===== src/hw/local_mem_pkg.sv =====
package local_mem_pkg;

  localparam int DATA_WIDTH     = 64;
  localparam int WORDS_PER_LINE = 8;
  localparam int BYTES_PER_WORD = DATA_WIDTH / 8;

  typedef logic [DATA_WIDTH-1:0]                     word_t;
  typedef logic [WORDS_PER_LINE*DATA_WIDTH-1:0]      line_t;
  typedef logic [BYTES_PER_WORD-1:0]                 byteen_t;
  typedef logic [WORDS_PER_LINE*BYTES_PER_WORD-1:0]  line_byteen_t;
  typedef logic [$clog2(WORDS_PER_LINE)-1:0]         word_sel_t;

  // Host register map
  typedef enum logic [2:0] {
    CTRL      = 3'd0,
    ADDRESS   = 3'd1,
    WRITEDATA = 3'd2,
    READDATA  = 3'd3,
    STATUS    = 3'd4
  } csr_index_t;

  // Control word fields
  localparam int CTRL_WR_A   = 0;
  localparam int CTRL_RD_A   = 1;
  localparam int CTRL_WR_B   = 2;
  localparam int CTRL_RD_B   = 3;
  localparam int CTRL_BE_LSB = 4;
  localparam int CTRL_SEL_LSB = 16;
  localparam int CTRL_BC_LSB = 20;

  // Status word bits, the rest read as zero
  localparam int STAT_DATA_VALID   = 0;
  localparam int STAT_A_WR_TIMEOUT = 1;
  localparam int STAT_A_RD_TIMEOUT = 2;
  localparam int STAT_A_FIFO_FULL  = 3;
  localparam int STAT_B_WR_TIMEOUT = 4;
  localparam int STAT_B_RD_TIMEOUT = 5;
  localparam int STAT_B_FIFO_FULL  = 6;

  typedef enum logic [1:0] {
    IDLE,
    WRITE,
    READ_CMD,
    READ_WAIT
  } mem_if_state_t;

endpackage


===== src/hw/csr_regs.sv =====
`timescale 1ns/100ps

module csr_regs
  import local_mem_pkg::*;
(
  input  logic       Clk_400,
  input  logic       rst_n,
  input  logic       host_write,
  input  logic       host_read,
  input  csr_index_t host_addr,
  input  word_t      host_writedata,
  input  word_t      mem_readdata,
  input  word_t      mem_status,
  output word_t      host_readdata,
  output logic       host_readvalid,
  output word_t      ctrl_word,
  output logic [3:0] cmd_pulse,
  output word_t      mem_address,
  output word_t      mem_writedata
);

  word_t ctrl_reg;

  // Command bits never stay set in the stored control value
  assign ctrl_word = {ctrl_reg[DATA_WIDTH-1:4], 4'b0000};

  always_ff @(posedge Clk_400) begin
    if (!rst_n) begin
      ctrl_reg  <= '0;
      cmd_pulse <= 4'b0000;
    end else begin
      cmd_pulse <= 4'b0000;
      if (host_write && host_addr == CTRL) begin
        ctrl_reg  <= host_writedata;
        cmd_pulse <= host_writedata[3:0];
      end
    end
  end

  always_ff @(posedge Clk_400) begin
    if (host_write && host_addr == ADDRESS) begin
      mem_address <= host_writedata;
    end
    if (host_write && host_addr == WRITEDATA) begin
      mem_writedata <= host_writedata;
    end
  end

  // Read response one cycle after the strobe
  always_ff @(posedge Clk_400) begin
    if (!rst_n) begin
      host_readvalid <= 1'b0;
    end else begin
      host_readvalid <= host_read;
    end
  end

  always_ff @(posedge Clk_400) begin
    if (host_read) begin
      case (host_addr)
        CTRL:      host_readdata <= ctrl_word;
        ADDRESS:   host_readdata <= mem_address;
        WRITEDATA: host_readdata <= mem_writedata;
        READDATA:  host_readdata <= mem_readdata;
        STATUS:    host_readdata <= mem_status;
        default:   host_readdata <= '0;
      endcase
    end
  end

  a_no_rw_overlap: assert property (@(posedge Clk_400) disable iff (!rst_n)
    !(host_write && host_read));

endmodule


===== config.mk =====
export PLATFORM = sky130hd
export DESIGN_NAME = csr_regs
export DESIGN_NICKNAME = d
export VERILOG_FILES = /design/src/hw/local_mem_pkg.sv /design/src/hw/csr_regs.sv
export SDC_FILE = /design/constraint.sdc
export NUM_CORES = 1
export LEC_CHECK = 0
export BUFFER_PORTS_ARGS = -buffer_cell sky130_fd_sc_hd__clkbuf_2
export CAP_MARGIN = 0
export CORE_AREA = 2 2 177 179
export DETAILED_ROUTE_END_ITERATION = 16
export DIE_AREA = 0 0 179 181
export SLEW_MARGIN = 0
export SYNTH_ARGS = -nofsm -noshare
export SYNTH_HDL_FRONTEND = slang
export SYNTH_SLANG_ARGS = --single-unit

===== constraint.sdc =====
create_clock -name Clk_400 -period 13.9 [get_ports Clk_400]
set_clock_uncertainty 0.15 [all_clocks]
set_input_delay 0.695 -clock Clk_400 [delete_from_list [all_inputs] [get_ports Clk_400]]
set_output_delay 0.695 -clock Clk_400 [all_outputs]
set_load 0.02 [all_outputs]

# Word level (Yosys, flattened, before mapping)
# Index checks and enable logic that the tools add are counted.
[totals]
elab_cells = 16
in_bits = 199
output_inout_bits = 261
reg_bits = 261
[op_classes]
n_reduce_logical = 5
muxes = 1
eq_ne = 4
[ops]
columns = ["operator", "count"]
rows = [
  ["64-bit case mux with 5 select lines", 1],
  ["3-bit by 2-bit equality test with 1-bit output (second input constant)", 2],
  ["3-bit by 1-bit equality test with 1-bit output (second input constant)", 1],
  ["3-bit equality test (second input constant)", 1],
  ["1-bit logical AND", 3],
  ["3-bit logical NOT", 1],
  ["2-bit AND reduction", 1],
]

# Logic depth before layout (Yosys ltp)
# Gate-level depths: netlist of the first run.
[logic_depth]
depth_word = 3
mapped_depth = 6
depth_no_buf = 3

# Worst setup path after synthesis of the first run
# Ideal clock, no wire load.
[synth_path]
path_type = "in2reg"
start = "in host_addr[0]"
end = "reg mem_writedata[0] (enable)"
cell_stages = 4
arrival_ps = 7285
required_time_ps = 13103
setup_ps = 647
slack_ps = 5818
path_cell_list = "buf_6 buf_2 buf_6 nor4bb_1"
[synth_via]
elab_chain_len = 2
[synth_rtl]
columns = ["element", "line_no", "source"]
rows = [
  ["from (decl)", "csr_regs.sv:10", "input csr_index_t host_addr,"],
  ["3-bit by 2-bit equality test with 1-bit output", "csr_regs.sv:44", "if (host_write && host_addr == WRITEDATA) begin"],
  ["1-bit logical AND", "csr_regs.sv:44", ""],
  ["to (signal assigned)", "csr_regs.sv:45", "mem_writedata <= host_writedata;"],
  ["to (decl)", "csr_regs.sv:19", "output word_t mem_writedata"],
]
# No other way between the ends.
# A chain may end at the register's enable or synchronous reset.

# Final worst setup path of the first run
[layout_path]
start = "in host_addr[1]"
end = "reg mem_writedata[50] (enable)"
# The elaborated chain is that of the path after synthesis.

==> impl_results.md, run 1 <==
* Setup slack, reg-to-reg at between 10 and 15 ns
* Hold Fails Final Rpt at 0
* Area after DPL at around 13,000 um2
* Worst R2R Path Depth at 3
* Port bufs at 455
* Routed vias/inst at 5.26
* Seq/Total Area, Yosys at 67.2%
* CP Launch Point: host_addr[1]
* Vias at about 8,600
* DR iter-0 viols at approximately 650
* Worst-Margin Slew at 1.01 ns
* Maximum vdd drop at 0.0861 mV
* Clk root buf: clkbuf_16
* CP Class: input pin to register
* Starting Density at 34.7%
* Max FO, Critical Path at 68
* Crit path to: mem_writedata[50]
* Hold_buf cts at 0
* TNS Setup at 0 ns
* Post-DP HPWL at 24,100 um
* GRT Overall Usage at 20.7%
* Synth-to-layout area growth at 33.3%
* Post-route cell area at 14,000 um2
* RSZ-0062 raised after global routing: false
* Total setup buffers inserted after CTS at 0
* WP data required at between 10 and 15 ns
* Synth Register Bits at 257
* Worst Hold Path Cells at 1
* YS warnings at 0
* Synth Area in XOR/XNOR at 0%
* Max Transition Viols Final at 0
* Synthesized instance count at 779
* Worst-Skew Late Latency at 0.54 ns
* Synthesized area at 10,500 um2
* Worst EP arrival at 2.98 ns
* Most frequent cells in the layout: 451 x clkbuf_2, 192 x edfxtp_1, 122 x a22oi_1, 120 x nand2_1, 65 x dfxtp_1
* Largest net degree at the start of global routing at 69
* Max_cap viols at 0
* Worst hold path type: input pin to register
* CTS H-tree lvls at 1
* PwrDens at 130 nW/um2
* Synth Area in Adders at 0%
* # setup viols final at 0
* Final period utilization at 21.4%
* Critical hold path startpoint: host_writedata[42]
* Outcome: complete, no violations
* Mux contribution to synthesized area at 6.79%
* Remaining DRCs at 0
* Final Wtd Congestion at 0.835
* Worst Setup End Kind: register
* Post-synthesis compound-gate area fraction at 16.9%
* GRT overflow at 0
* Max clock buf depth at 3
* Post-DRT Antenna Nets at 0
* CP Launch Type: input pin
* CTS buffer count at 28
* Largest registers: host_readdata: 64 flops, mem_address: 64 flops, mem_writedata: 64 flops
* WHS at 0.202 ns
* Crit path time final at 2.97 ns
* Cell leakage power at roughly 5.7 nW
* Die height at 181 um
* First-pass GRT wire length at 51,000 um
* Nets at 1,406
* Yosys cell types at 26
* Peak Freq at 337 MHz
* Worst r2r src: mem_writedata[36]
* I/O Pins at 460
* Resize count post-CTS at 0
* Clk sinks at 257
* Die area at 32,400 um2
* Main combinational cell family by area after synthesis: compound AO/OA/AOI/OAI gates
* CTS tree: done
* Post-Synth Simple-Gate Area at 5.35%
* Share of cells above drive strength 1 at 46.9%
* Routed WL per cell at between 20 and 25 um
* Rel. slew slack at 33.0%
* Initial antenna violation count at 1
* Commonest non-fill, non-tap cell in the layout: clkbuf_2
* Fillers at 2,877
* Chip Width at 179 um
* Core Region at 30,300 um2
* Vias in the first global route at 8,396
* Clock transition at path regs at roughly 0.060 ns
* Placement Rows at 64
* 1st-pass router iterations at 6
* Post-Route Utilization at 46.2%
* Syn Area/Cell at 13.5 um2
* R2R Path End: host_readdata[36]
* DRT Wirelength at 35,600 um
[area by class of cell]
class	count	area [um2]	area share, %
clock inverter	5	78.8	0.562
antenna	1	2.50	0.0178
clock buffer	47	863	6.16
sequential	257	7070	50.4
tap	396	495	3.53
multi-input combinational	451	3130	22.3
timing repair buffer	469	2390	17.0
[worst min-delay path by stage]
stage	end
floorplan	ctrl_reg[43]
global placement	ctrl_reg[57]
CTS	mem_writedata[17]
global route	mem_writedata[17]
finish	mem_address[42]
detailed placement	ctrl_reg[21]
[cell usage after synthesis (all sizes together)]
cell type,count,area [um2]
o22ai,63,394
edfxtp,192,5770
a21oi,1,5.00
buf,41,270
conb,1,3.75
a22oi,122,916
clkbuf,33,124
nor2b,2,12.5
mux2i,5,50.1
and3,4,25.0
nor4b,1,8.76
and2,1,6.26
nand3b,2,15.0
or4b,1,10.0
mux2,59,664
nor3,1,5.00
nor4bb,2,20.0
nand2b,1,6.26
a21boi,60,450
nand2,120,450
nor2,1,3.75
a311o,1,10.0
dfxtp,65,1300
[per-stage QoR]
stage               instances  setup WS, ns  power, mW
floorplan                 782          5.82      0.994
global placement         1573         10.45       1.08
detailed placement       1573         10.40       1.08
CTS                      1625         10.98       1.84
global route             1626         10.78       1.89
finish                   1626         10.93       1.82
[metal layers]
layer	global-route usage, %	part of all wire [%]	wire length, um
met5	0	0	0
met4	6.99	3.2	1130
met3	4.17	8.4	3000
met2	37.2	51	18300
met1	24.5	37	13300
[power breakdown]
part | internal (mW) | leakage [nW] | switching (mW)
Combinational | 0.0729 | 2.90 | 0.121
Sequential | 0.857 | 2.35 | 0.0146
Clock | 0.457 | 0.461 | 0.301
Total | 1.39 | 5.71 | 0.437
[critical path, cell delays in order]
cell	delay, ns
buf_4	0.55
buf_4	0.74
nor4bb_4	0.33
buf_4	0.57
[cells by family (layout without fill, tap and decap cells)]
group,Yosys count,count (layout)
other,1,5
buffers and inverters,74,521
AO/OA/AOI/OAI,247,247
multiplexers,64,64
flip-flops,257,257
AND/OR/NAND/NOR,136,136
Note: power is estimated with default switching activity, not from simulation.
==> run 2, diff against run 1 <==
CORE_AREA = 2 2 180 182   (was 2 2 177 179)
DIE_AREA = 0 0 182 184   (was 0 0 179 181)
clock period = 2.7 ns   (was 13.9 ns; I/O delays follow)
==> impl_results.md, run 2 (same netlist as run 1, synthesis figures left out) <==
* Crit path time final at between 2 and 2.5 ns
* Port bufs at 455 (unchanged)
* Rel. slew slack at 29.4% (was 33.0%)
* Hold Fails Final Rpt at 0 (unchanged)
* Total power at 9.41 mW (was 1.82 mW)
* Clock network fraction of total power at 38.8% (was 41.6%)
* GRT overflow at 0 (unchanged)
* WP data required at 2.83 ns (was 13.91 ns)
* Most frequent cells in the layout: 451 x clkbuf_2, 192 x edfxtp_1, 183 x dlygate4sd3_1, 122 x a22oi_1, 120 x nand2_1 (was 451 x clkbuf_2, 192 x edfxtp_1, 122 x a22oi_1, 120 x nand2_1, 65 x dfxtp_1)
* # setup viols final at 0 (unchanged)
* GRT Overall Usage at 21.4% (was 20.7%)
* # diodes at 0 (was 1)
* Pre-CTS setup slack at 0.704 ns (was 10.40 ns)
* Comb power frac at 13.5% (was 10.6%)
* Die area at 33,500 um2 (was 32,400 um2)
* Worst R2R Path Depth at 4 (was 3)
* R2R Path End: host_readdata[16] (was host_readdata[36])
* Outcome: complete, no violations (unchanged)
* Worst Hold Path Cells at 4 (was 1)
* Maximum vdd drop at 0.441 mV (was 0.0861 mV)
* Net Switching at 2.27 mW (was 0.437 mW)
* Initial antenna violation count at 1 (unchanged)
* Clk root buf: clkbuf_16 (unchanged)
* I/O Pins at 460 (unchanged)
* Share of cells above drive strength 1 at 40.8% (was 46.9%)
* Post-DP HPWL at 23,900 um (was 24,100 um)
* CP Class: input pin to register (unchanged)
* Core Region at 31,400 um2 (was 30,300 um2)
* Remaining DRCs at 0 (unchanged)
* Nets at 1,591 (was 1,406)
* Max clock buf depth at 3 (unchanged)
* Final Worst Setup Slack at 0.651 ns (was 10.93 ns)
* Worst r2r src: mem_writedata[16] (was mem_writedata[36])
* Setup slack, reg-to-reg at 0.74 ns (was 12.43 ns)
* Int Pwr at 7.13 mW (was 1.39 mW)
* Die height at 184 um (was 181 um)
* Vias in the first global route at 9,760 (was 8,396)
* 1st-pass router iterations at 4 (was 6)
* Clk sinks at 257 (unchanged)
* Cell leakage power at 6.56 nW (was 5.71 nW)
* Switch share at 24.2% (was 24.0%)
* CTS tree: done (unchanged)
* Max Transition Viols Final at 0 (unchanged)
* PwrDens at 593 nW/um2 (was 130 nW/um2)
* Routed vias/inst at 5.16 (was 5.26)
* Area after DPL at 13,200 um2 (was 13,100 um2)
* Worst-Margin Slew at 1.06 ns (was 1.01 ns)
* Critical hold path startpoint: mem_readdata[40] (was host_writedata[42])
* Max_cap viols at 0 (unchanged)
* Post-route insts no fill at 1,814 (was 1,626)
* CP Launch Type: input pin (unchanged)
* TNS Setup at 0 ns (unchanged)
* CTS H-tree lvls at 1 (unchanged)
* DRT Wirelength at 37,800 um (was 35,600 um)
* Starting Density at 33.5% (was 34.7%)
* DR iter-0 viols at 559 (was 652)
* Final Wtd Congestion at 0.813 (was 0.835)
* Post-route cell area at 15,900 um2 (was 14,000 um2)
* Dpl cells at 1,582 (was 1,573)
* Final period utilization at 75.9%
* Worst-Skew Late Latency at 0.54 ns (about the same)
* Routed WL per cell at 20.8 um (was 21.9 um)
* Largest net degree at the start of global routing at 123 (was 69)
* First-pass GRT wire length at 55,500 um (was 51,000 um)
* Max FO, Critical Path at 31 (was 68)
* Sequential power share at 47.7% (was 47.8%)
* Post-DRT Antenna Nets at 0 (unchanged)
* Total setup buffers inserted after CTS at 0 (unchanged)
* Clock transition at path regs at 0.06 ns (about the same)
* Placement Rows at 65 (was 64)
* Synth-to-layout area growth at 50.9% (was 33.3%)
* Chip Width at 182 um (was 179 um)
* Worst EP arrival at 2.18 ns (was 2.98 ns)
* RSZ-0062 raised after global routing: false (unchanged)
* Largest registers: host_readdata: 64 flops, mem_address: 64 flops, mem_writedata: 64 flops (unchanged)
* Commonest non-fill, non-tap cell in the layout: clkbuf_2 (unchanged)
* Worst Setup End Kind: register (unchanged)
* CTS buffer count at 27 (was 28)
* Fillers at 2,748 (was 2,877)
* Peak Freq at 488 MHz
* Worst hold path type: input pin to register (unchanged)
* Vias at 9,369 (was 8,557)
* Hold endpoint: host_readdata[40] (was mem_address[42])
## run 2: cell types whose count changed in the layout (fill, tap and decap cells not counted)
cell,previous run,this run
buf_12,0,6
buf_2,1,0
buf_4,17,15
clkbuf_1,11,9
clkbuf_16,29,27
clkbuf_8,7,4
clkinv_1,0,2
clkinv_2,2,5
clkinv_4,1,0
diode_2,1,0
dlygate4sd3_1,0,183
## run 2: how the worst max path moves through the flow
stage	from	to	slack, ns	cells after the start
after global routing	host_addr[0]	host_readdata[60]	0.54	6
after CTS	host_addr[0]	host_readdata[51]	0.72	6
after floorplan	host_addr[0]	mem_writedata[0]	-0.58	4
final	host_addr[0]	host_readdata[23]	0.65	6
after detailed placement	host_addr[0]	host_readdata[49]	0.70	5
after global placement	host_addr[0]	host_readdata[30]	0.73	5
## run 2: final cells by class
cell class | count | area [um2] | share of cell area, %
flip-flops and latches | 257 | 7070 | 44.5
repair buffers | 655 | 4320 | 27.2
multi-input cells | 451 | 3130 | 19.7
clock buffers | 40 | 764 | 4.82
well taps | 402 | 503 | 3.17
clock inverters | 9 | 92.6 | 0.583
## run 2: worst max-delay path, stage by stage
cell and delay (ns):
buf_4 0.41, buf_12 0.31, mux2_2 0.37, a22oi_1 0.20, o22ai_1 0.11, dlygate4sd3_1 0.58
## run 2: stage by stage
stage	hold slack [ns]	utilization (%)
after floorplan	0.0839	-
after global placement	0.191	42.0
after detailed placement	0.192	42.0
after CTS	0.000546	50.6
after global routing	0.0283	50.6
final	0.00719	50.6
## run 2: metal layers
metal	up-vias	wire [um]	track usage (%)
li1	4242	-	-
met1	4522	14400	24.7
met2	530	19000	38.9
met3	75	3380	4.85
met4	0	991	7.55
met5	-	0	0
## run 2: power groups by stage
stage,registers [mW],logic [mW],clock network (mW)
finish,4.49,1.27,3.65
global route,4.50,1.35,3.86
CTS,4.49,1.26,3.71
detailed placement,4.57,1.02,0
global placement,4.57,1.01,0
floorplan,4.74,0.382,0
## run 2: what timing repair did
action | in CTS | in global routing
hold buffers | 183 | 0
endpoints found under the hold margin | 256 | 0
resized for setup | 0 | 0
==> run 3, diff against run 2 <==
clock period = 1.7 ns   (was 2.7 ns; I/O delays follow)
==> impl_results.md, run 3 (same netlist as run 1, synthesis figures left out) <==
* Reg area at 7070 um2 (unchanged)
* Vias at 9,730 (was 9,369)
* CP Class: input pin to register (unchanged)
* GRT Overall Usage at 22.7% (was 21.4%)
* Routed WL per cell at 21.4 um (was 20.8 um)
* Post-DRT Antenna Nets at 0 (unchanged)
* Fillers at 2,664 (was 2,748)
* Placement Rows at 65 (unchanged)
* Met1 Wirelength at 14,900 um (was 14,400 um)
* Critical path's slowest cell: dlygate4sd3_1 (unchanged)
* # setup viols final at 0 (unchanged)
* Post-Route Utilization at 52.7% (was 50.6%)
* Outcome: complete, no violations (unchanged)
* CTS buffer count at 28 (was 27)
* Most frequent cells in the layout: 451 x clkbuf_2, 196 x dlygate4sd3_1, 192 x edfxtp_1, 122 x a22oi_1, 120 x nand2_1 (was 451 x clkbuf_2, 192 x edfxtp_1, 183 x dlygate4sd3_1, 122 x a22oi_1, 120 x nand2_1)
* Core Region at 31,400 um2 (unchanged)
* Max FO, Critical Path at 25 (was 31)
* Footprint of the multi-input gates at 3130 um2 (unchanged)
* Die area at 33,500 um2 (unchanged)
* Vias in the first global route at 10,198 (was 9,760)
* Die height at 184 um (unchanged)
* Clk root buf: clkbuf_16 (unchanged)
* Port bufs at 455 (unchanged)
* CTS H-tree lvls at 1 (unchanged)
* Crit-path max cell delay at 0.58 ns (about the same)
* Worst r2r src: mem_writedata[44] (was mem_writedata[16])
* Commonest non-fill, non-tap cell in the layout: clkbuf_2 (unchanged)
* Remaining DRCs at 0 (unchanged)
* Post-route insts no fill at 1,868 (was 1,814)
* CP Launch Point: host_addr[2] (was host_addr[0])
* CP Launch Type: input pin (unchanged)
* # diodes at 0 (unchanged)
* 1st-pass router iterations at 5 (was 4)
* Cell repeated most along the worst path: buf_4
* Worst hold path type: input pin to register (unchanged)
* Largest registers: host_readdata: 64 flops, mem_address: 64 flops, mem_writedata: 64 flops (unchanged)
* Max_cap viols at 0 (unchanged)
* Post-DP HPWL at 26,500 um (was 23,900 um)
* RSZ-0062 raised after global routing: false (unchanged)
* Worst EP arrival at 1.94 ns (was 2.18 ns)
* PwrDens at 949 nW/um2 (was 593 nW/um2)
* DR iter-0 viols at 650 (was 559)
* CTS tree: done (unchanged)
* Critical path, cell by cell: buf_4 > dlygate4sd3_1 > buf_4 > nor4b_2 > buf_4 > buf_12 > nand2_1 > a21boi_1 (was buf_4 > buf_12 > mux2_2 > a22oi_1 > o22ai_1 > dlygate4sd3_1)
* Max Transition Viols Final at 0 (unchanged)
* Rel. slew slack at 46.4% (was 29.4%)
* Crit path time final at 1.62 ns
* Routed vias/inst at 5.21 (was 5.16)
* Nets at 1,643 (was 1,591)
* DRT Wirelength at 39,900 um (was 37,800 um)
* Max clock buf depth at 3 (unchanged)
* Synth-to-layout area growth at 57.3% (was 50.9%)
* Worst Setup End Kind: register (unchanged)
* Maximum vdd drop at 0.864 mV (was 0.441 mV)
* Final period utilization at 95.2%
* Final Wtd Congestion at 0.868 (was 0.813)
* Critical hold path startpoint: host_addr[2] (was mem_readdata[40])
* I/O Pins at 460 (unchanged)
* Dpl cells at 1,620 (was 1,582)
* Chip Width at 182 um (unchanged)
* Clk sinks at 257 (unchanged)
* First-pass GRT wire length at 58,500 um (was 55,500 um)
* Starting Density at 33.5% (unchanged)
* Hold Fails Final Rpt at 0 (unchanged)
* Share of cells above drive strength 1 at 42.2% (was 40.8%)
* Largest net degree at the start of global routing at 66 (was 123)
* Met3 WL at 3520 um (was 3380 um)
* Initial antenna violation count at 0 (was 1)
* Metal2 WL at 20,200 um (was 19,000 um)
* Clock transition at path regs at 0.07 ns (was 0.06 ns)
* Total setup buffers inserted after CTS at 0 (unchanged)
* Cell leakage power at 6.83 nW (was 6.56 nW)
* GRT overflow at 0 (unchanged)
* WP data required at 2.02 ns (was 2.83 ns)
* Uppermost layer routed: met4 (unchanged)
* Worst-Skew Late Latency at 0.55 ns (was 0.54 ns)
* Worst-Margin Slew at 0.803 ns (was 1.06 ns)
* Peak Freq at 618 MHz
==> run 3: changes by cell type in the layout (fill, tap and decap cells not counted), sizes merged <==
cell and change:
buf +38, bufinv +2, clkbuf +1, dlygate4sd3 +13
==> run 3: power breakdown <==
| group | switching [mW] | internal [mW] | leakage, nW |
|---|---|---|---|
| Sequential | 0.121 | 7.01 | 2.35 |
| Clock | 2.52 | 3.94 | 0.481 |
| Combinational | 1.13 | 0.983 | 3.99 |
==> run 3: path summary, 6_finish.rpt <==
kind	slack (ns)	end	cells after the start
min reg2reg	0.32	ctrl_reg[18]	2
max reg2reg	0.27	host_readdata[44]	3
max	0.08	ctrl_reg[4]	8
min	0.03	mem_address[59]	4
==> run 3: metal layers <==
layer | track usage (%) | vias to the layer above
met4 | 9.19 | 0
met2 | 40.9 | 594
li1 | - | 4342
met3 | 5.23 | 99
met1 | 26.0 | 4695
met5 | 0 | -
==> run 3: area by class of cell <==
type / count / share of cell area, %
sequential: 257 / 42.7
timing repair buffer: 706 / 29.4
multi-input combinational: 451 / 18.9
clock buffer: 41 / 4.96
tap: 402 / 3.04
clock inverter: 11 / 0.945
==> run 3: worst max-delay path: cells and delay by family <==
family | cells | cell delay [ns]
compound gates | 1 | 0.12
buf+inv | 5 | 1.29
simple gates | 2 | 0.42
==> run 3: through the flow <==
stage,setup TNS (ns),power [mW],setup WS (ns),hold slack (ns),cell area [um2]
2_1_floorplan,-192.77,8.13,-1.53,0.0339,10600
3_3_place_gp,-4.23,8.96,-0.0762,0.140,13600
3_5_place_dp,-5.94,8.98,-0.101,0.145,13600
4_1_cts,0,15.8,0.0552,0.0184,16500
5_1_grt,0,16.2,0.0105,0.0452,16500
6_report,0,15.7,0.0818,0.0349,16500
==> run 3: timing repair <==
action | in CTS | in global routing
endpoints found under the setup margin | 0 | 8
resized for setup | 0 | 2
endpoints found under the hold margin | 321 | 0
hold buffers | 196 | 0
